===== src/hw/cpu_config.svh =====
`ifndef CPU_CONFIG_SVH
`define CPU_CONFIG_SVH

// width of data words, addresses and instructions
`define WORD_SIZE 16

// general registers r0 to r3
`define REG_COUNT 4

// the core starts fetching here after reset
`define RESET_VECTOR 16'h0000

// JAL and JRL leave the return address in this register
`define LINK_REG 2

`endif


===== src/hw/registerFile.sv =====
`timescale 1ns/1ps
`default_nettype none
`include "cpu_config.svh"

module registerFile (
	input logic clk,
	input logic reset_n,
	input logic [$clog2(`REG_COUNT)-1:0] readA,
	input logic [$clog2(`REG_COUNT)-1:0] readB,
	input logic [$clog2(`REG_COUNT)-1:0] writeAddr,
	input logic [`WORD_SIZE-1:0] writeData,
	input logic writeEn,
	output logic [`WORD_SIZE-1:0] dataA,
	output logic [`WORD_SIZE-1:0] dataB
);

	logic [`WORD_SIZE-1:0] regs [`REG_COUNT];

	always_ff @(posedge clk) begin
		if (reset_n) begin
			for (int i = 0; i < `REG_COUNT; i++) begin
				regs[i] <= '0;
			end
		end else if (writeEn) begin
			regs[writeAddr] <= writeData;
		end
	end

	// reads see the old value in the cycle of a write
	assign dataA = regs[readA];
	assign dataB = regs[readB];

endmodule

`default_nettype wire


===== config.mk =====
export PLATFORM = sky130hd
export DESIGN_NAME = registerFile
export DESIGN_NICKNAME = d
export VERILOG_FILES = /design/src/hw/registerFile.sv
export VERILOG_INCLUDE_DIRS = /design/src /design/src/hw
export SDC_FILE = /design/constraint.sdc
export NUM_CORES = 1
export LEC_CHECK = 0
export BUFFER_PORTS_ARGS = -buffer_cell sky130_fd_sc_hd__buf_2
export CAP_MARGIN = 20
export CORE_MARGIN = 2
export CORE_UTILIZATION = 50
export DETAILED_ROUTE_END_ITERATION = 16
export PLACE_DENSITY_LB_ADDON = 0.15
export SETUP_SLACK_MARGIN = 0.4
export SYNTH_ARGS = -nofsm -noshare
export SYNTH_HDL_FRONTEND = slang
export SYNTH_SLANG_ARGS = --single-unit
export TNS_END_PERCENT = 100

===== constraint.sdc =====
create_clock -name clk -period 1.9 [get_ports clk]
set_clock_uncertainty 0.05 [all_clocks]
set_input_delay 0.285 -clock clk [delete_from_list [all_inputs] [get_ports clk]]
set_output_delay 0.285 -clock clk [all_outputs]
set_load 0.05 [all_outputs]

Yosys cells after proc, flatten, opt, wreduce, memory -nomap -nowiden:

Memories as Yosys holds them, arrays and structs flattened.
Cells that the tools add are included.

* flip-flop bits (word level): 0
* RAM bits: 64
* input bits: 25
* output and inout port bits: 32
* memories kept: 1

Memories
* regs: depth 4, bits a word 16, read ports 2, clocked after Yosys merged registers in 0, wr ports 4, line registerFile.sv:17 `` logic [`WORD_SIZE-1:0] regs [`REG_COUNT]; ``

* muxes and demuxes: 8
* reductions and logical operators: 1

Operators with widths (number)
* $mux 16: 1
* $reduce_or 16->1: 1
* $mux 1: 6
* $mux 2: 1

Depth between registers and ports, before layout:

* depth in word-level cells: 5
* depth in mapped cells: 3
* depth with buffers taken out: 2

Worst setup path after synthesis:

Ideal clock, no wire load.

* path kind: input to register
* start: input port writeAddr[0]
* end: memory regs[2][0] (netlist bit), enable pin
* arrival: 1226 ps
* path slack: 231 ps
* stages on the path: 2
* path buffers: 0
* path through: nand2b_1 > o21bai_1

RTL lines
* start, declared: line registerFile.sv:10 `` input logic [$clog2(`REG_COUNT)-1:0] writeAddr, ``
* end, declared: line registerFile.sv:17

==> metrics.md <==
| Metric | Value |
|---|---|
| Status | complete, no violations |
| Rel. slew slack | 64.2% |
| CP Cell Sequence | mux4_2 > buf_6 |
| Final Util | 63.4% |
| Top flop regs | regs (64) |
| Area of the core | 6310 µm² |
| Syn avg cell area | 17.7 µm² |
| Via count | 1851 |
| H-Tree Depth | 3 |
| Seq. cell area | 1920 µm² |
| Register area share after synthesis | 59.5% |
| Final nets | 273 |
| Top reg by flops | regs |
| Layout cells sized above 1 | 46.0% |
| CP required | 1.56 ns |
| Height of the die | 84.4 µm |
| Clock-pin transition on the worst setup and hold timing paths | 0.07 ns |
| Synth warn | 0 |
| TritonCTS Buffers | 9 |
| Largest net degree at the start of global routing | 17 |
| Max Fanout on Critical Path | 2 |
| WHS Endpoint | regs[3][7]$_DFFE_PP_ |
| Slew @ Worst Pin | 0.537 ns |
| Minimum hold slack | 0.218 ns |
| Root buffer cell | clkbuf_8 |
| Via density | 5.66 |
| Slew Viols, Final | 0 |
| Pre-antenna DRT Iters | 4 |
| Die Wd | 84.4 µm |
| Fmax | 574 MHz |
| Multi-input logic area | 1220 µm² |
| Most frequent cells in the layout | and2_1, edfxtp_1, mux4_2, buf_6, buf_2 |
| Worst hold start | writeData[7] |
| Wire length per cell | 19.9 µm |
| Number of buffers added on ports | 56 |
| 1st-iter DRT viols | 176 |
| Routed met2 length | 3.32 mm |
| Worst path arrival time | 1.41 ns |
| RSZ-0062 raised after global routing | yes |
| Critical Path End Type | output pin |
| Top Layer Used | met4 |
| FF+latch count, synth | 64 |
| Aggregate routed wire length | 6.51 mm |
| Crit path time final | 1.74 ns |
| Mapped Area | 3230 µm² |
| Leak Pwr | 1.51 nW |
| # Max-Cap Violations | 0 |
| First-pass GRT wire length | 10.5 mm |
| Area added between synthesis and finish | 23.9% |
| Die area | 7120 µm² |
| Combinational power share | 25.1% |
| Clock sinks | 64 |
| FP Rows | 29 |
| Crit share post-route | 91.6% |
| Fillers | 481 |
| Psw | 1.02 mW |
| Tot GR Track Use | 20.3% |
| Sequential Power Share | 49.3% |
| Max FFs per register | 64 |
| Tightest Hold Check Type | in2reg |
| Met3 WL | 320 µm |
| Final ANT Viol Nets | 0 |
| Wire length on met1 | 2.79 mm |
| Post-route setup TNS | 0 ns |
| Setup Crit Path Kind | reg2out |
| Hold path cells | 2 |
| Startpoint types | flip-flop |
| Post-synthesis cell count | 182 |
| Peak VDD IR | 0.578 mV |
| Initial core utilization | 51.1% |
| Syn Nets | 207 |
| DRC | 0 |
| Initial antenna violation count | 0 |
| Clock share of power | 25.6% |
| GRT Residual Overflow | 0 |
| Fin. Hold Viols | 0 |
| Max stage delay on crit path | 0.51 ns |
| P per Cell Area | 872 nW/µm² |
| Detail Placement HPWL | 4.05 mm |
| Internal cell power | 2.47 mW |
| Vias in the first global route | 1975 |
| GP Congestion | 0.707 |
| # diodes | 0 |
| Slowest CP cell | mux4_2 |
| Boundary Pins | 57 |
| Setup violators final | 0 |
| Synth cell types | 15 |
| Longest Clk Path Bufs | 2 |
| CTS tree | built |
| Sw Ratio | 29.2% |
## critical path, delay by kind of cell, from the launching register on
family                 cells  cell delay (ns)
buffers and inverters      1             0.17
flip-flops                 1             0.40
multiplexers               1             0.51
## worst max-delay path by stage
stage	slack, ns	endpoint	from
2_1_floorplan	0.23	regs[2][0]$_SDFFCE_PN0P_	writeAddr[0]
3_3_place_gp	0.22	dataB[8]	readB[0]
3_5_place_dp	0.22	dataA[8]	readA[0]
4_1_cts	0.15	dataA[8]	regs[2][8]$_SDFFCE_PN0P_
5_1_grt	0.11	dataA[15]	regs[3][15]$_DFFE_PP_
6_report	0.16	dataA[8]	regs[2][8]$_SDFFCE_PN0P_
## repair_timing
item | CTS | global route
pin swaps | 0 | 0
setup buffers | 0 | 0
gates resized for setup | 64 | 0
hold buffers | 0 | 0
endpoints found under the setup margin | 32 | 32
## metrics by stage
stage                     instances  setup slack [ns]  total power, mW  area (µm²)
final                           327             0.159             3.49        4000
after global routing            327             0.108             3.63        4000
after CTS                       327             0.146             3.52        4000
after detailed placement        314             0.217             2.51        3660
after global placement          314             0.225             2.49        3660
after floorplan                 182             0.231             2.31        3260
## layout make-up
cell class / count / share of cell area (%)
flip-flops and latches: 64 / 48.0
multi-input cells: 105 / 30.6
repair buffers: 67 / 15.3
clock buffers: 10 / 3.19
well taps: 77 / 2.41
clock inverters: 3 / 0.313
inverters: 1 / 0.0938
## per-layer routing
layer / GRT usage, % / up-vias
met2: 33.5 / 58
met3: 5.70 / 7
li1: - / 843
met1: 26.5 / 943
met5: 0 / -
met4: 6.35 / 0
## power groups by stage
stage | registers [mW] | logic (mW) | clock network [mW]
3_3_place_gp | 1.74 | 0.753 | 0
6_report | 1.72 | 0.877 | 0.894
5_1_grt | 1.73 | 0.914 | 0.986
3_5_place_dp | 1.75 | 0.757 | 0
2_1_floorplan | 1.73 | 0.581 | 0
4_1_cts | 1.72 | 0.886 | 0.920
## cell families after synthesis
family          Yosys count  share of synthesized area (%)
compound gates            4                           1.01
buf+inv                  13                           2.79
flops                    64                           59.5
mux                      32                           22.3
simple gates             69                           14.4
## cell usage after synthesis (all sizes together)
master / n / area share, %
nor2b: 1 / 0.27
nor4b: 1 / 0.74
a31o: 2 / 0.54
buf: 9 / 2.2
nand2b: 1 / 0.19
and4bb: 2 / 0.77
o21bai: 2 / 0.46
edfxtp: 64 / 60
mux4: 32 / 22
clkbuf: 3 / 0.43
inv: 1 / 0.12
and2: 64 / 12
(Power assumes the default switching activity.)
