**config.mk**
```make
export PLATFORM = sky130hd
export DESIGN_NAME = pcUnit
export DESIGN_NICKNAME = d
export VERILOG_FILES = /design/src/hw/cpu_pkg.sv /design/src/hw/pcUnit.sv
export VERILOG_INCLUDE_DIRS = /design/src /design/src/hw
export SDC_FILE = /design/constraint.sdc
export NUM_CORES = 1
export LEC_CHECK = 0
export BUFFER_PORTS_ARGS = -buffer_cell sky130_fd_sc_hd__buf_4
export CAP_MARGIN = 0
export CORE_UTILIZATION = 56
export DETAILED_ROUTE_END_ITERATION = 8
export HOLD_SLACK_MARGIN = 0.1
export PLACE_DENSITY = 0.95
export SLEW_MARGIN = 20
export SYNTH_ARGS = -nofsm -noshare
export SYNTH_HDL_FRONTEND = slang
export SYNTH_SLANG_ARGS = --single-unit
```
**constraint.sdc**
```tcl
create_clock -name clk -period 7.9 [get_ports clk]
set_input_delay 1.58 -clock clk [delete_from_list [all_inputs] [get_ports clk]]
set_output_delay 1.58 -clock clk [all_outputs]
set_load 0.01 [all_outputs]
```
**src/hw/cpu_config.svh**
```systemverilog
`ifndef CPU_CONFIG_SVH
`define CPU_CONFIG_SVH

// width of data words, addresses and instructions
`define WORD_SIZE 16

// general registers r0 to r3
`define REG_COUNT 4

// the core starts fetching here after reset
`define RESET_VECTOR 16'h0000

// JAL and JRL leave the return address in this register
`define LINK_REG 2

`endif

```
**src/hw/cpu_pkg.sv**
```systemverilog
`default_nettype none

package cpu_pkg;

	typedef enum logic [3:0] {
		OP_BNE = 4'd0,
		OP_BEQ = 4'd1,
		OP_BGZ = 4'd2,
		OP_BLZ = 4'd3,
		OP_ADI = 4'd4,
		OP_ORI = 4'd5,
		OP_LHI = 4'd6,
		OP_LWD = 4'd7,
		OP_SWD = 4'd8,
		OP_JMP = 4'd9,
		OP_JAL = 4'd10,
		OP_RTYPE = 4'd15 // the function field selects the operation
	} opcodeT;

	typedef enum logic [5:0] {
		FN_ADD = 6'd0,
		FN_SUB = 6'd1,
		FN_AND = 6'd2,
		FN_ORR = 6'd3,
		FN_NOT = 6'd4,
		FN_TCP = 6'd5,
		FN_SHL = 6'd6,
		FN_SHR = 6'd7,
		FN_JPR = 6'd25,
		FN_JRL = 6'd26,
		FN_HLT = 6'd29
	} funcT;

	typedef struct packed {
		opcodeT opcode;
		logic [1:0] rs;
		logic [1:0] rt;
		logic [1:0] rd;
		funcT func;
	} rTypeT;

	typedef struct packed {
		logic [1:0] rs;
		logic [1:0] rt;
		logic [7:0] imm;
	} immFieldsT;

	// jumps read the low twelve bits as one target
	typedef union packed {
		immFieldsT f;
		logic [11:0] target;
	} iBodyT;

	typedef struct packed {
		opcodeT opcode;
		iBodyT body;
	} iTypeT;

	typedef union packed {
		rTypeT rType;
		iTypeT iType;
	} instrT;

	typedef enum logic [3:0] {
		ALU_ADD = 4'd0,
		ALU_SUB = 4'd1,
		ALU_AND = 4'd2,
		ALU_ORR = 4'd3,
		ALU_NOT = 4'd4,
		ALU_TCP = 4'd5,
		ALU_SHL = 4'd6,
		ALU_SHR = 4'd7,
		ALU_ORI = 4'd8, // or with the zero-extended low byte of b
		ALU_LHI = 4'd9
	} aluOpT;

	typedef enum logic [2:0] {
		FETCH = 3'd0,
		DECODE = 3'd1,
		MEMREAD = 3'd2,
		MEMWRITE = 3'd3,
		WRITEBACK = 3'd4,
		HALT = 3'd5
	} ctrlStateT;

	// next-PC select codes shared by the control unit and the PC unit
	localparam logic [1:0] PC_SEQ = 2'd0;
	localparam logic [1:0] PC_BRANCH = 2'd1;
	localparam logic [1:0] PC_TARGET = 2'd2;
	localparam logic [1:0] PC_REG = 2'd3;

endpackage

`default_nettype wire

```
**src/hw/pcUnit.sv**
```systemverilog
`timescale 1ns/1ps
`default_nettype none
`include "cpu_config.svh"

module pcUnit import cpu_pkg::*; (
	input logic clk,
	input logic reset_n,
	input logic load,
	input logic [1:0] src,
	input logic [7:0] offset,
	input logic [11:0] target,
	input logic [`WORD_SIZE-1:0] regTarget,
	output logic [`WORD_SIZE-1:0] pc,
	output logic [`WORD_SIZE-1:0] pcPlusOne
);

	logic [`WORD_SIZE-1:0] nextPc;

	assign pcPlusOne = pc + 1'b1;

	always_comb begin
		case (src)
			PC_BRANCH: nextPc = pcPlusOne + {{(`WORD_SIZE-8){offset[7]}}, offset};
			PC_TARGET: nextPc = {pc[`WORD_SIZE-1:12], target}; // stays in the current 4K page
			PC_REG: nextPc = regTarget;
			default: nextPc = pcPlusOne;
		endcase
	end

	always_ff @(posedge clk) begin
		if (reset_n) begin
			pc <= `RESET_VECTOR;
		end else if (load) begin
			pc <= nextPc;
		end
	end

endmodule

`default_nettype wire

```
# After elaboration in Yosys (flattened, before gate mapping)

Index checks and enable logic that the tools add are counted.
Widths: inputs -> output; s select.

Register bits: 16
Input port bits: 41
Output and inout bits: 32
Word-level logic and storage cells: 10

Add/subtract/negate cells: 2
Equality and inequality tests: 3
Muxes and demuxes: 1
Bitwise operators: 1
Reductions and logical operators: 1

Operators with widths:

| kind                  | number |
|---|---|
| $pmux 16 s3           | 1 |
| $add 16x1->16 const B | 1 |
| $add 16x16->16        | 1 |
| $eq 2x2->1 const B    | 2 |
| $eq 2x1->1 const B    | 1 |
| $reduce_and 2->1      | 1 |
| $not 1->1             | 1 |

# Longest topological paths before layout

Depth after elaboration: 3
Mapped depth: 12
Mapped depth without buffers: 12

# Least setup slack after synthesis

No wires, ideal clock.

Path type: input to register
Start point: in offset[0]
End point: reg pc[14]
Setup time: 0.058 ns
Data arrival time: 3.259 ns
Data required time: 7.842 ns
Path slack: 4.583 ns
Stages: 9
Path buffers: 0
Cells stage by stage: ha_1 > inv_1 > fa_1 > nor2b_1 > o31a_1 > o21ai_1 > or4b_1 > a211o_1 > nand2_1

Word-level cells in the longest chain between the ends: 2

Ends and longest elaborated chain:

| item                 | RTL line     | RTL |
|---|---|---|
| from (decl)          | pcUnit.sv:10 | `input logic [7:0] offset,` |
| $add 16x16->16       | pcUnit.sv:23 | `` PC_BRANCH: nextPc = pcPlusOne + {{(`WORD_SIZE-8){offset[7]}}, offset}; `` |
| $pmux 16 s3          | pcUnit.sv:22 | `case (src)` |
| to (signal assigned) | pcUnit.sv:32 | `` pc <= `RESET_VECTOR; `` |
| to (signal assigned) | pcUnit.sv:34 | `pc <= nextPc;` |
| to (decl)            | pcUnit.sv:13 | `` output logic [`WORD_SIZE-1:0] pc, `` |

Every way passes these cells.
A chain may end at the register's enable or synchronous reset.

# Worst setup path after layout

Start point: reg pc[0]
End point: out pcPlusOne[14]

Word-level cells in the longest chain between the ends: 1

Ends and longest elaborated chain:

| item          | RTL line     | RTL |
|---|---|---|
| $add 16x1->16 | pcUnit.sv:19 | `assign pcPlusOne = pc + 1'b1;` |
| to (decl)     | pcUnit.sv:14 | `` output logic [`WORD_SIZE-1:0] pcPlusOne `` |

Every way passes these cells.

==> out/results.ini <==
[final_layout]
fin_nets = 409
largest-register = pc
fin_cells = 394
final_cell_area_mm2 = 0.00282
layout-drive-gt1-share = 0.272
area_growth_pct = 24.7
largest_reg_flops = 16
antenna_cells = 0
reg_top3 = pc x16

[floorplan]
die_x_um = 65.5
core-area_mm2 = 0.00377
io_pins = 73
core.rowCount = 22
die-area_mm2 = 0.00430
dieHeight_um = 65.5
initial_core_util = 0.600

[route]
drc = 0
dr.first_iter.drc_count = 324
viasPerCell = 6.28
totalWireLength_mm = 6.77
vias = 2475
ant_nets = 0
drt_first_pass_iters = 5
wl_per_cell_um = 17.2

[timing]
rsz0062_at_grt = no
fin_skew_ns = 0.00115
max_slew.worst_pin.slew_ns = 0.497
slew_headroom = 0.666
slew_violations = 0
fmax_ghz = 0.271
setup_viol = 0
tns_ns = 0
finalHoldViolCount = 0
fin_ws_ns = 4.20
hold_ws_ns = 0.588
min_period_ns = 3.70
fin_crit_sh = 0.468

[global_route]
grt_pass1_wl_mm = 10.8
antenna_found_initial = 0
grt_max_degree = 28
first_global_vias = 2268
grt_use_total = 0.328
grt.overflow.total = 0

[placed_design]
dpl.hpwl_mm = 5.26
placed_cells_incl_taps = 390
portBuffers = 72
place_ws_ns = 4.28
gp_congestion = 0.959
place_area_mm2 = 0.00277

[clock_tree]
cts_tree = built
htree_levels = 1
post_cts_resized = 0
numCtsBuffers = 3
cts_max_path_buffers = 2
clock_latency_ns = 0.26
post_cts_buffers = 0
root_buffer = clkbuf_8
cts.sinks = 16
cts_hold_buffers = 0
clk_pin_slew_ns = 0.07

[worst_setup_path]
worst-path-max-fanout = 6
cp.required_ns = 6.32
startpoint = pc[0]
rrSetupSlack_ns = 4.59
cp_slowest_stage_delay_ns = 0.43
cp_cell_sequence = ha_1 > nand4_1 > nor4_1 > xor2_1 > buf_4
reg2reg_depth = 11
cp-end-kind = output port
cp-start-kind = flop
cp-endpoint = pcPlusOne[14]
arrival_ns = 2.12
crit_slowest_cell = dfxtp_1
r2r_start = pc[0]
path_class = reg2out
reg2reg_to = pc[14]

[synth]
synthFlopType = dfxtp_1
synth_edf_count = 0
ys_seq_area_frac = 0.142
syn_avg_cell_area_um2 = 7.93
syn_area_mm2 = 0.00226
synth_cells = 285
ys_seq_elements = 16
yosys_warnings = 0
yosys.area.top_type = dfxtp_1
synth_cell_types = 60
synth_top_cell_area_share = 0.142
yosys-top-cells-area = dfxtp_1, ha_1, mux4_2, xnor2_1, a21oi_1
synth_nets = 347
synthArstFlopShare = 0

[pwr]
p_leak_nw = 1.28
cellPowerDensity_mw_per_mm2 = 132
ir_drop_v = 0.0000716

[run_status]
status = completed

[hold_path]
holdCritPathClass = reg2reg

[run]
cap_viol_max_count = 0

==> worst max-delay path, delay by kind of cell, from the launching register on <==
| family | cells | cell delay (ns) |
|---|---|---|
| flops | 1 | 0.43 |
| xor+xnor | 1 | 0.34 |
| buf+inv | 1 | 0.19 |
| fa+ha+maj | 1 | 0.30 |
| simple gates | 2 | 0.60 |
==> cells in the mapped netlist (4+ instances only) <==
cell / number
a211oi_1: 4
nor3_1: 11
o21ai_0: 13
a31oi_1: 6
nor2_1: 25
o21a_1: 5
xnor2_1: 15
nand2_1: 23
nand4_1: 5
buf_6: 4
ha_1: 20
a21oi_1: 26
inv_1: 15
nand3_1: 8
mux4_2: 7
mux2i_1: 4
nand2b_1: 5
dfxtp_1: 16
xor2_1: 7
clkbuf_1: 8
a21o_1: 5
==> per-stage QoR <==
step / utilization / total power [mW]
3_3_place_gp: 0.733 / 0.284
4_1_cts: 0.748 / 0.366
2_1_floorplan: - / 0.227
3_5_place_dp: 0.733 / 0.291
5_1_grt: 0.748 / 0.392
6_report: 0.748 / 0.371
==> cells in the final DEF, fill, tap and decap left out, types with 3 or more instances in the layout <==
cell	n
a31oi_1	6
nand3_2	3
nand2b_1	5
a211oi_1	4
o21ai_0	13
mux2i_1	4
nor2_1	25
nand3_1	8
dfxtp_1	16
a211o_1	3
nand4_1	5
a21o_1	5
o21ai_1	3
a21oi_1	26
o21a_1	5
nor3_1	11
xnor2_1	15
inv_1	15
buf_4	72
ha_1	20
xor2_1	7
nor4_1	3
mux4_2	7
nand2_1	23
clkbuf_8	4
==> layout make-up <==
class / instances / area [um^2]
flip-flops and latches: 16 / 320
repair buffers: 72 / 541
clock buffers: 4 / 55.1
well taps: 48 / 60.1
multi-input cells: 239 / 1790
inverters: 15 / 56.3
fillers: 257 / 951
==> how the worst min path moves through the flow <==
stage                from     to  cells past startpoint
floorplan           pc[9]  pc[9]                      2
global placement    pc[9]  pc[9]                      2
detailed placement  pc[9]  pc[9]                      2
CTS                 pc[9]  pc[9]                      2
global route        pc[9]  pc[9]                      2
finish              pc[9]  pc[9]                      2
==> report_power, final <==
group / internal, mW / switching, mW / total, mW
sequential: 0.0881 / 0.0141 / 0.102
combinational: 0.0921 / 0.101 / 0.193
clock: 0.0443 / 0.0320 / 0.0764
total: 0.225 / 0.147 / 0.371
==> cell families (layout without fill, tap and decap cells) <==
group	count (synthesis)	in the layout	share of synthesized area
and+or+nand+nor	98	98	0.234
AOI/OAI and AO/OA	85	85	0.250
buffers and inverters	30	91	0.0675
xor gates and xnor gates	23	23	0.0957
adders and majority gates	21	21	0.120
DFF	16	16	0.142
muxes	12	12	0.0924
==> per-layer routing <==
metal | GRT usage | vias up | part of all wire
met2 | 0.517 | 150 | 0.47
met5 | 0 | - | 0
met3 | 0.0399 | 20 | 0.073
met4 | 0.147 | 0 | 0.026
met1 | 0.443 | 1131 | 0.43
li1 | - | 1174 | -
Power figures use the tool's default switching activity.
