--- src/hw/cpu_config.svh ---
`ifndef CPU_CONFIG_SVH
`define CPU_CONFIG_SVH

// width of data words, addresses and instructions
`define WORD_SIZE 16

// general registers r0 to r3
`define REG_COUNT 4

// the core starts fetching here after reset
`define RESET_VECTOR 16'h0000

// JAL and JRL leave the return address in this register
`define LINK_REG 2

`endif

--- src/hw/cpu_pkg.sv ---
`default_nettype none

package cpu_pkg;

	typedef enum logic [3:0] {
		OP_BNE = 4'd0,
		OP_BEQ = 4'd1,
		OP_BGZ = 4'd2,
		OP_BLZ = 4'd3,
		OP_ADI = 4'd4,
		OP_ORI = 4'd5,
		OP_LHI = 4'd6,
		OP_LWD = 4'd7,
		OP_SWD = 4'd8,
		OP_JMP = 4'd9,
		OP_JAL = 4'd10,
		OP_RTYPE = 4'd15 // the function field selects the operation
	} opcodeT;

	typedef enum logic [5:0] {
		FN_ADD = 6'd0,
		FN_SUB = 6'd1,
		FN_AND = 6'd2,
		FN_ORR = 6'd3,
		FN_NOT = 6'd4,
		FN_TCP = 6'd5,
		FN_SHL = 6'd6,
		FN_SHR = 6'd7,
		FN_JPR = 6'd25,
		FN_JRL = 6'd26,
		FN_HLT = 6'd29
	} funcT;

	typedef struct packed {
		opcodeT opcode;
		logic [1:0] rs;
		logic [1:0] rt;
		logic [1:0] rd;
		funcT func;
	} rTypeT;

	typedef struct packed {
		logic [1:0] rs;
		logic [1:0] rt;
		logic [7:0] imm;
	} immFieldsT;

	// jumps read the low twelve bits as one target
	typedef union packed {
		immFieldsT f;
		logic [11:0] target;
	} iBodyT;

	typedef struct packed {
		opcodeT opcode;
		iBodyT body;
	} iTypeT;

	typedef union packed {
		rTypeT rType;
		iTypeT iType;
	} instrT;

	typedef enum logic [3:0] {
		ALU_ADD = 4'd0,
		ALU_SUB = 4'd1,
		ALU_AND = 4'd2,
		ALU_ORR = 4'd3,
		ALU_NOT = 4'd4,
		ALU_TCP = 4'd5,
		ALU_SHL = 4'd6,
		ALU_SHR = 4'd7,
		ALU_ORI = 4'd8, // or with the zero-extended low byte of b
		ALU_LHI = 4'd9
	} aluOpT;

	typedef enum logic [2:0] {
		FETCH = 3'd0,
		DECODE = 3'd1,
		MEMREAD = 3'd2,
		MEMWRITE = 3'd3,
		WRITEBACK = 3'd4,
		HALT = 3'd5
	} ctrlStateT;

	// next-PC select codes shared by the control unit and the PC unit
	localparam logic [1:0] PC_SEQ = 2'd0;
	localparam logic [1:0] PC_BRANCH = 2'd1;
	localparam logic [1:0] PC_TARGET = 2'd2;
	localparam logic [1:0] PC_REG = 2'd3;

endpackage

`default_nettype wire

--- src/hw/alu.sv ---
`timescale 1ns/1ps
`default_nettype none
`include "cpu_config.svh"

module alu import cpu_pkg::*; (
	input logic [`WORD_SIZE-1:0] a,
	input logic [`WORD_SIZE-1:0] b,
	input aluOpT op,
	output logic [`WORD_SIZE-1:0] result,
	output logic zero,
	output logic positive,
	output logic negative
);

	logic [`WORD_SIZE-1:0] diff;

	assign diff = a - b;

	always_comb begin
		case (op)
			ALU_ADD: result = a + b;
			ALU_SUB: result = diff;
			ALU_AND: result = a & b;
			ALU_ORR: result = a | b;
			ALU_NOT: result = ~a;
			ALU_TCP: result = ~a + 1'b1;
			ALU_SHL: result = {a[`WORD_SIZE-2:0], 1'b0};
			ALU_SHR: result = {a[`WORD_SIZE-1], a[`WORD_SIZE-1:1]}; // arithmetic shift
			ALU_ORI: result = a | {8'h00, b[7:0]};
			ALU_LHI: result = {b[7:0], 8'h00};
			default: result = '0;
		endcase
	end

	// equality comes from the difference, sign tests look at a only
	assign zero = (diff == '0);
	assign negative = a[`WORD_SIZE-1];
	assign positive = !a[`WORD_SIZE-1] && (a != '0);

endmodule

`default_nettype wire

--- config.mk ---
export PLATFORM = sky130hd
export DESIGN_NAME = alu
export DESIGN_NICKNAME = d
export VERILOG_FILES = /design/src/hw/cpu_pkg.sv /design/src/hw/alu.sv
export VERILOG_INCLUDE_DIRS = /design/src /design/src/hw
export SDC_FILE = /design/constraint.sdc
export NUM_CORES = 1
export LEC_CHECK = 0
export BUFFER_PORTS_ARGS = -buffer_cell sky130_fd_sc_hd__clkbuf_2
export CAP_MARGIN = 20
export CORE_ASPECT_RATIO = 0.9
export CORE_MARGIN = 4
export CORE_UTILIZATION = 35
export DETAILED_ROUTE_END_ITERATION = 10
export PLACE_DENSITY = 0.63
export SLEW_MARGIN = 20
export SYNTH_ARGS = -nofsm -noshare
export SYNTH_HDL_FRONTEND = slang
export SYNTH_SLANG_ARGS = --single-unit
--- constraint.sdc ---
create_clock -name vclk -period 5.73
set_clock_uncertainty 0.1 [all_clocks]
set_input_delay 0.2865 -clock vclk [all_inputs]
set_output_delay 0.2865 -clock vclk [all_outputs]
set_load 0.05 [all_outputs]
## Word-level counts from Yosys, hierarchy flattened

Index checks and enable logic that the tools add are counted.

- Register bits: 0
- Latch bits: 0
- RAM bits: 0
- ROM bits: 0
- Input bits: 36
- Output and inout bits: 19
- Logic and storage cells: 22
- Memories kept: 0

- Add/subtract/negate cells: 3
- Multiply operators: 0
- Divide/modulo/power cells: 0
- $lt $le $gt $ge: 0
- Equal/unequal tests: 9
- Shift operators: 0
- Multiplexer cells: 1
- Bitwise logic cells: 4
- Reduce and logical (&&, ||, !) cells: 5

Operators with widths:

| kind | number |
|---|---|
| $pmux 16 s10 | 1 |
| $add 16x1->16 const B | 1 |
| $add 16x16->16 | 1 |
| $and 16x16->16 | 1 |
| $eq 4x3->1 const B | 4 |
| $logic_not 16->1 | 1 |
| $not 16->16 | 1 |
| $or 16x16->16 | 1 |
| $or 16x8->16 | 1 |
| $reduce_bool 16->1 | 1 |
| $sub 16x16->16 | 1 |
| $eq 4x2->1 const B | 2 |
| $eq 4x4->1 const B | 2 |
| $eq 4x1->1 const B | 1 |
| $logic_not 4->1 | 1 |
| $logic_and 1x1->1 | 1 |
| $logic_not 1->1 | 1 |

## Longest topological paths before layout

Gate-level depths: netlist (run 1).

- Word-level depth: 3
- Depth in mapped cells: 11
- Mapped depth without buffers: 10

## Worst setup path before layout (run 1)

No wires, ideal clock.

- Path kind: input-to-output
- Start: in a[9]
- End: out result[10]
- Data arrival time: 3.304 ns
- Data required time: 5.344 ns
- Slack: 2.040 ns
- Stages: 9
- Buffers on the path: 2
- Cell sequence: clkbuf_1 inv_1 ha_1 clkbuf_1 or3_1 o41ai_1 nor2_1 o221a_2 o21ai_0

- Cells in the longest elaborated chain, start to end: 3
- Elaborated cells between the ends (all ways): 5
- Those cells by class: add/sub (3); mux (1); bitwise (1)

RTL lines:

| what | RTL line | RTL |
|---|---|---|
| start: declaration | alu.sv:6 | `` input logic [`WORD_SIZE-1:0] a, `` |
| $not 16->16 | alu.sv:26 | `ALU_TCP: result = ~a + 1'b1;` |
| $add 16x1->16 | alu.sv:26 |  |
| $pmux 16 s10 * | alu.sv:20 | `case (op)` |
| end: declaration | alu.sv:9 | `` output logic [`WORD_SIZE-1:0] result, `` |

Mark *: on every way between the ends. The rest lies on a longest branch, timed or not.

## Final worst setup path (run 1)

- Start: in a[0]
- End: out zero

- Cells in the longest elaborated chain, start to end: 2

RTL lines:

| what | RTL line | RTL |
|---|---|---|
| $sub 16x16->16 | alu.sv:17 | `assign diff = a - b;` |
| $logic_not 16->1 | alu.sv:36 | `assign zero = (diff == '0);` |
| end: declaration | alu.sv:10 | `output logic zero,` |

Every way passes these cells.

==> metrics.txt, run 1 <==
GP Congestion=0.950; total power=0.000413 W; Core Area=9290 µm²; post-cts gate resize count=0; Gate Count Post-Synth=503; antenna cells=0; Layout Area Growth over Synthesis=10.3%; wirelength, routed=12,800 µm; largest net degree at the start of global routing=44; Max VDD drop=0.0639 mV; Sw Share=0.671; largest fanout on the critical path=5; WP data required=5.34 ns; nets=621; initial core utilization=0.367; Clock Power Share=0; DP HPWL=9800 µm; sequential power share=0; Placed Area=3760 µm²; Detailed Routing Iterations Pass 1=5; Register Area=0 µm²; row count=33; die height=102 µm; number of port buffers=55; Pwr per Cell Area=110 nW/µm²; DRT iter0 DRCs=414; Die X=112 µm; post-synthesis compound-gate area fraction=0.385; WS Path Type=primary input to output port; number of nets with antenna violations after routing=0; Synth area leader=ha_1; Die ar.=11,400 µm²; crit start category=primary input; global-route wire length before repair=20,300 µm; Int Power=0.000136 W; leakage=1.66 nW; Tcrit/Tclk final=0.682; Worst-Margin Slew=0.943 ns; CLK BUF=0; largest family of logic cells by synthesized area=compound AO/OA/AOI/OAI gates; switching power=0.000277 W; post-synthesis cell area=3410 µm²; wire per inst=19.6 µm; Peak Freq=256 MHz; num sequential=0; Slew headroom=0.369; total track usage=0.215; Final setup viols=0; Via Count=4,134; synthesized netlist net count=590; status=finished, final reports clean; HP Class=primary input to output port; Remaining Overflow, GRT=0; final-layout fill cell count=986; library cells used by synthesis=69; final instance area=3760 µm²; CTS Hold Bufs=0; Placed Cells=654; Synth Area in Simple Gates=0.250; setup tns final=0 ns; Final Slew Violations=0; layout cells sized above 1=0.148; post-synthesis sequential area ratio=0; Vias/cell=6.32; XOR/XNOR share of the synthesized area=0.0463; ranking of synthesized cells by area=ha_1, a21oi_1, nor2_1, inv_1, o21ai_0; Final min period=3.91 ns; Util after Layout=0.404; Max-Cap Viols=0; RSZ-0062 raised after global routing=no; IO Pins=55; HP Start=a[15]; Worst EP arrival=3.52 ns; part of the power in combinational logic=1.000; vias in the first global route=3,825; CP Launch Point=a[0]; detailed-route DRC error count=0; Mean Syn Cell Area=6.77 µm²; mux contribution to synthesized area=0.0397; Yosys Warn Count=0; Post-CTS Setup Repair Bufs=0; Worst setup EP type=output port; Synth top area share=0.180; Hold Vio Cnt, Final=0; Finished Layout Cells=654; hold depth=2; initial antenna violation count=0; Synth Area in Adders=0.192
## power by group through the flow
stage	clock (W)	sequential, W	combinational [W]
finish	0	0	0.000413
global route	0	0	0.000445
CTS	0	0	0.000404
detailed placement	0	0	0.000402
global placement	0	0	0.000399
floorplan	0	0	0.000296
## worst max-delay path: stages
cell       delay, ns
clkbuf_2        0.12
inv_1           0.10
ha_1            0.23
fa_1            0.51
nand2b_1        0.09
a2111oi_0       0.49
o2111ai_1       0.18
a2111oi_0       0.41
o2111ai_1       0.21
nor4_1          0.32
and4_1          0.27
clkbuf_2        0.28
## cell type report
class	count	area (µm²)	area share
Multi-Input combinational cell	427	3120	0.831
Timing Repair Buffer	60	313	0.0833
Inverter	45	169	0.0450
Tap cell	122	153	0.0406
## logic make-up (layout without fill, tap and decap cells)
logic type      after synthesis  in the layout
compound gates              187            187
fa+ha+maj                    51             51
buf+inv                      76            105
mux                          11             11
xor+xnor                     18             18
simple gates                160            160
## per-layer routing
| metal | vias up | part of all wire | track usage |
|---|---|---|---|
| li1 | 1935 | - | - |
| met1 | 1939 | 0.44 | 0.311 |
| met2 | 232 | 0.43 | 0.329 |
| met3 | 28 | 0.10 | 0.0358 |
| met4 | 0 | 0.028 | 0.0610 |
| met5 | - | 0 | 0 |
## placed cells by master, fill, tap and decap left out, types with 5 or more instances in the layout
master,instances
clkbuf_2,55
a21oi_1,49
ha_1,49
nor2_1,46
inv_1,45
nand2_1,26
o21ai_0,25
xnor2_1,14
nand2b_1,12
nor3_1,12
a21o_1,9
nor4_1,9
a211oi_1,9
a22oi_1,9
mux2i_1,9
nand3_1,8
nor2b_1,8
o22ai_1,8
o221ai_1,8
a211o_1,7
nor3b_1,7
or3_1,6
o31ai_1,6
o211ai_1,5
a31oi_1,5
a221oi_1,5
and3_1,5
o2111ai_1,5
buf_4,5
## cells in the mapped netlist, drive strengths merged (11+ instances only)
| cell type | n |
|---|---|
| xnor2 | 14 |
| ha | 49 |
| nor3 | 12 |
| o21ai | 25 |
| nand2b | 12 |
| inv | 45 |
| nand2 | 26 |
| a21oi | 50 |
| clkbuf | 25 |
| nor4 | 11 |
| nor2 | 47 |
## per-stage QoR
step,hold slack (ns),setup slack [ns]
global placement,0.883,2.00
CTS,0.881,1.89
global route,0.899,1.53
finish,0.875,1.82
detailed placement,0.881,1.92
floorplan,0.640,2.04
## worst paths after layout
| kind | end |
|---|---|
| setup / recovery | zero |
| hold / removal | negative |
(Power assumes the default switching activity.)
==> inputs of run 2 (changes only) <==
- clock period: 5.73 -> 3.9 ns (I/O delays scaled with it)
==> metrics.txt, run 2 (synthesized netlist as in run 1, its figures left out) <==
status=finished, final reports clean; Peak Freq=273 MHz; Die X=112 µm (unchanged); metal3 WL=1420 µm (+9.5%); Post-CTS Setup Repair Bufs=0 (unchanged); Via Count=4,177 (+1.0%); final instance area=3830 µm² (+2.0%); Final Slew Violations=0 (unchanged); Critical Path Max Stage Delay=0.50 ns (about the same); wire per inst=19.3 µm (-1.1%); commonest non-fill, non-tap cell in the layout=clkbuf_2; number of nets with antenna violations after routing=0 (unchanged); wirelength, routed=12,800 µm (+0.25%); Layout Area Growth over Synthesis=12.5%; Worst EP arrival=3.36 ns (-0.16 ns); Tcrit/Tclk final=0.938; HP Class=primary input to output port; CLK BUF=0 (unchanged); antenna cells=0 (unchanged); total power=0.000613 W (+49%); leakage=1.71 nW (+2.7%); Register Area=0 µm² (unchanged); largest fanout on the critical path=5 (unchanged); crit start category=primary input; final-layout fill cell count=986 (unchanged); number of port buffers=55 (unchanged); RSZ-0062 raised after global routing=no; Detailed Routing Iterations Pass 1=5 (unchanged); Hold Vio Cnt, Final=0 (unchanged); WS Path Type=primary input to output port; Final setup viols=0 (unchanged); CTS Hold Bufs=0 (unchanged); post-cts gate resize count=0 (unchanged); nets=630 (+1.4%); WP data required=3.61 ns (-1.73 ns); Max VDD drop=0.0693 mV (+8.6%); Slew headroom=0.500 (+0.131); met2 routed wirelength=5610 µm (+1.8%); detailed-route DRC error count=0 (unchanged); footprint of the multi-input gates=3130 µm² (+0.24%); row count=33 (unchanged); Pwr per Cell Area=160 nW/µm² (+46%); Final min period=3.66 ns; vias in the first global route=3,881 (+1.5%); Worst setup EP type=output port; initial core utilization=0.367 (unchanged); global-route wire length before repair=20,400 µm (+0.68%); Max-Cap Viols=0 (unchanged); total track usage=0.217 (+0.00262); Die ar.=11,400 µm² (unchanged); largest net degree at the start of global routing=29 (-34%); CP max-delay cell=fa_1; die height=102 µm (unchanged); Worst-Margin Slew=0.731 ns (-0.212 ns); IO Pins=55 (unchanged); initial antenna violation count=1 (+1); crit path cell chain=clkbuf_2, inv_1, ha_1, fa_1, nand2b_1, a2111oi_0, o2111ai_1, a2111oi_1, o2111ai_1, nor4_2, and4_1, clkbuf_2; setup tns final=0 ns (unchanged); wl on met1=5500 µm (-2.3%); layout cells sized above 1=0.165 (+0.0160); num sequential=0 (unchanged); Remaining Overflow, GRT=0 (unchanged); DRT iter0 DRCs=304 (-27%); Vias/cell=6.30 (-0.33%); GP Congestion=0.954 (+0.44%); DP HPWL=10,100 µm (+3.2%); max layer used=met5; most frequent cells in the layout=clkbuf_2, a21oi_1, ha_1; Core Area=9290 µm² (unchanged); Placed Area=3820 µm² (+1.8%)
-- run 2: cell types whose count changed in the layout (fill, tap and decap cells not counted), sizes merged --
cell | previous run | this run
buf | 5 | 14
-- run 2: area by class of cell --
type / count / share of cell area
Multi-Input combinational cell: 427 / 0.817
Timing Repair Buffer: 69 / 0.0993
Inverter: 45 / 0.0441
Tap cell: 122 / 0.0398
-- run 2: path summary, 6_finish.rpt --
check / from / end / slack, ns / depth (start not counted)
max: a[0] / zero / 0.24 / 12
min: a[15] / negative / 0.69 / 2
-- run 2: report_power, final --
part | internal (W) | switching [W]
sequential | 0 | 0
combinational | 0.000205 | 0.000408
clock | 0 | 0
-- run 2: stage by stage --
| stage | setup WS [ns] | util | instances | hold WS (ns) |
|---|---|---|---|---|
| floorplan | 0.393 | - | 503 | 0.457 |
| global route | 0.0117 | 0.412 | 663 | 0.702 |
| global placement | 0.314 | 0.412 | 663 | 0.688 |
| finish | 0.243 | 0.412 | 663 | 0.688 |
| detailed placement | 0.240 | 0.412 | 663 | 0.690 |
| CTS | 0.239 | 0.412 | 663 | 0.691 |
-- run 2: worst max-delay path, delay by kind of cell --
kind	cells	cell delay [ns]
and+or+nand+nor	3	0.65
buffers and inverters	3	0.51
adders and majority gates	2	0.74
AOI/OAI and AO/OA	4	1.28
-- run 2: layer usage --
metal	up-vias	global-route usage
li1	1965	-
met1	1937	0.317
met2	249	0.330
met3	24	0.0388
met4	2	0.0564
met5	-	0
==> inputs of run 3 (changes only) <==
- ABC_AREA: not set -> 1
- MAX_ROUTING_LAYER: not set -> met4
- clock period: 3.9 -> 4.5 ns (I/O delays scaled with it)
==> metrics.txt, run 3 <==
Yosys Warn Count=0 (unchanged); Layout Area Growth over Synthesis=9.29%; Slew headroom=0.634 (+0.134); CLK BUF=0 (unchanged); wire per inst=15.5 µm (-20%); initial core utilization=0.361 (-0.00541); Util after Layout=0.395 (-0.0176); num sequential=0 (unchanged); Detailed Routing Iterations Pass 1=6 (+1); final instance area=3630 µm² (-5.1%); Die X=111 µm (-1.1%); Max-Cap Viols=0 (unchanged); row count=33 (unchanged); initial antenna violation count=0 (-1); wirelength, routed=12,000 µm (-6.5%); status=finished, final reports clean; Mean Syn Cell Area=5.42 µm² (-20%); antenna cells=0 (unchanged); total track usage=0.214 (-0.00374); HP Class=primary input to output port; post-synthesis compound-gate area fraction=0.205 (-0.180); number of nets with antenna violations after routing=0 (unchanged); post-synthesis sequential area ratio=0 (unchanged); Final min period=2.79 ns; Worst EP arrival=2.47 ns (-0.89 ns); Worst-Margin Slew=0.548 ns (-0.183 ns); Placed Area=3630 µm² (-4.9%); setup tns final=0 ns (unchanged); library cells used by synthesis=39 (-43%); XOR/XNOR share of the synthesized area=0.0184 (-0.0279); post-synthesis cell area=3330 µm² (-2.4%); vias in the first global route=3,886 (+0.13%); Synth top area share=0.184 (+0.00433); largest family of logic cells by synthesized area=simple AND/OR/NAND/NOR gates; DP HPWL=10,100 µm (about the same); synthesized netlist net count=701 (+19%); number of port buffers=55 (unchanged); most numerous cell in the Yosys netlist=nand2_1; Synth Area in Adders=0.196 (+0.00462); Worst setup EP type=output port; crit start category=primary input; Max VDD drop=0.0510 mV (-26%); Core Area=9210 µm² (-0.89%); Remaining Overflow, GRT=0 (unchanged); layout cells sized above 1=0.139 (-0.0254); global-route wire length before repair=19,400 µm (-5.2%); Gate Count Post-Synth=614 (+22%); commonest non-fill, non-tap cell in the layout=nand2_1; Peak Freq=358 MHz; largest net degree at the start of global routing=14 (-52%); Tcrit/Tclk final=0.620; Vias/cell=5.38 (-15%); largest fanout on the critical path=5 (unchanged); mux contribution to synthesized area=0 (-0.0397); CTS Hold Bufs=0 (unchanged); Final setup viols=0 (unchanged); DRT iter0 DRCs=451 (+48%); RSZ-0062 raised after global routing=no; Pwr per Cell Area=130 nW/µm² (-19%); die height=100 µm (-1.1%); leakage=2.05 nW (+20%); nets=743 (+18%); DP Worst Slack=1.74 ns (+1.50 ns); Final Slew Violations=0 (unchanged); ranking of synthesized cells by area=ha_1, nand2_1, inv_1, nand3_1, nor2_1; WP data required=4.18 ns (+0.57 ns); post-cts gate resize count=0 (unchanged); Via Count=4,176 (-0.024%); Synth area leader=ha_1; Register Area=0 µm² (unchanged); Post-CTS Setup Repair Bufs=0 (unchanged); final worst-path setup slack=1.71 ns (+1.47 ns); GP Congestion=0.982 (+2.9%); WS Path Type=primary input to output port; IO Pins=55 (unchanged); Synth Area in Simple Gates=0.433 (+0.182); synth cell count leaders=nand2_1, inv_1, nor2_1, nand3_1, ha_1; detailed-route DRC error count=0 (unchanged); Hold Vio Cnt, Final=0 (unchanged); Die ar.=11,100 µm² (-2.2%); most frequent cells in the layout=nand2_1, inv_1, nor2_1
## run 3: layout make-up
cell class | instances | area [µm²]
fillers | 1034 | 5570
multi-input cells | 500 | 2840
inverters | 99 | 372
repair buffers | 55 | 275
well taps | 122 | 153
## run 3: cells by family (layout without fill, tap and decap cells)
family	Yosys count	in the layout
buffers and inverters	114	154
AOI/OAI and AO/OA	113	113
and+or+nand+nor	329	329
xor gates and xnor gates	7	7
adders and majority gates	51	51
## run 3: final timing paths
check / end / start / slack, ns / depth (start not counted)
setup / recovery: zero / a[0] / 1.71 / 16
hold / removal: negative / a[15] / 0.74 / 2
## run 3: per-layer routing
metal | part of all wire | global-route usage | vias up
met5 | 0 | - | -
met4 | 0.0078 | 0.0256 | 0
met3 | 0.092 | 0.0252 | 9
met2 | 0.45 | 0.343 | 183
met1 | 0.45 | 0.298 | 1879
li1 | - | - | 2105
## run 3: metrics by stage
| step | power (W) | cells | hold WS (ns) |
|---|---|---|---|
| final | 0.000472 | 776 | 0.737 |
| after global routing | 0.000522 | 776 | 0.769 |
| after CTS | 0.000466 | 776 | 0.739 |
| after detailed placement | 0.000463 | 776 | 0.739 |
| after global placement | 0.000463 | 776 | 0.734 |
| after floorplan | 0.000345 | 614 | 0.517 |
## run 3: power by group
part / total (W) / switching [W] / internal (W)
registers: 0 / 0 / 0
logic: 0.000472 / 0.000338 / 0.000135
clock network: 0 / 0 / 0
total: 0.000472 / 0.000338 / 0.000135
## run 3: worst max-delay path: stages
cell	delay, ns
clkbuf_2	0.14
inv_1	0.11
ha_1	0.27
fa_1	0.43
inv_1	0.10
nand2_1	0.05
nand3_1	0.11
nand3b_1	0.12
nand2_1	0.10
nand2_1	0.06
nand2_2	0.07
nand2_1	0.06
nor2_1	0.12
nand3_1	0.10
nor2_1	0.11
clkbuf_2	0.29
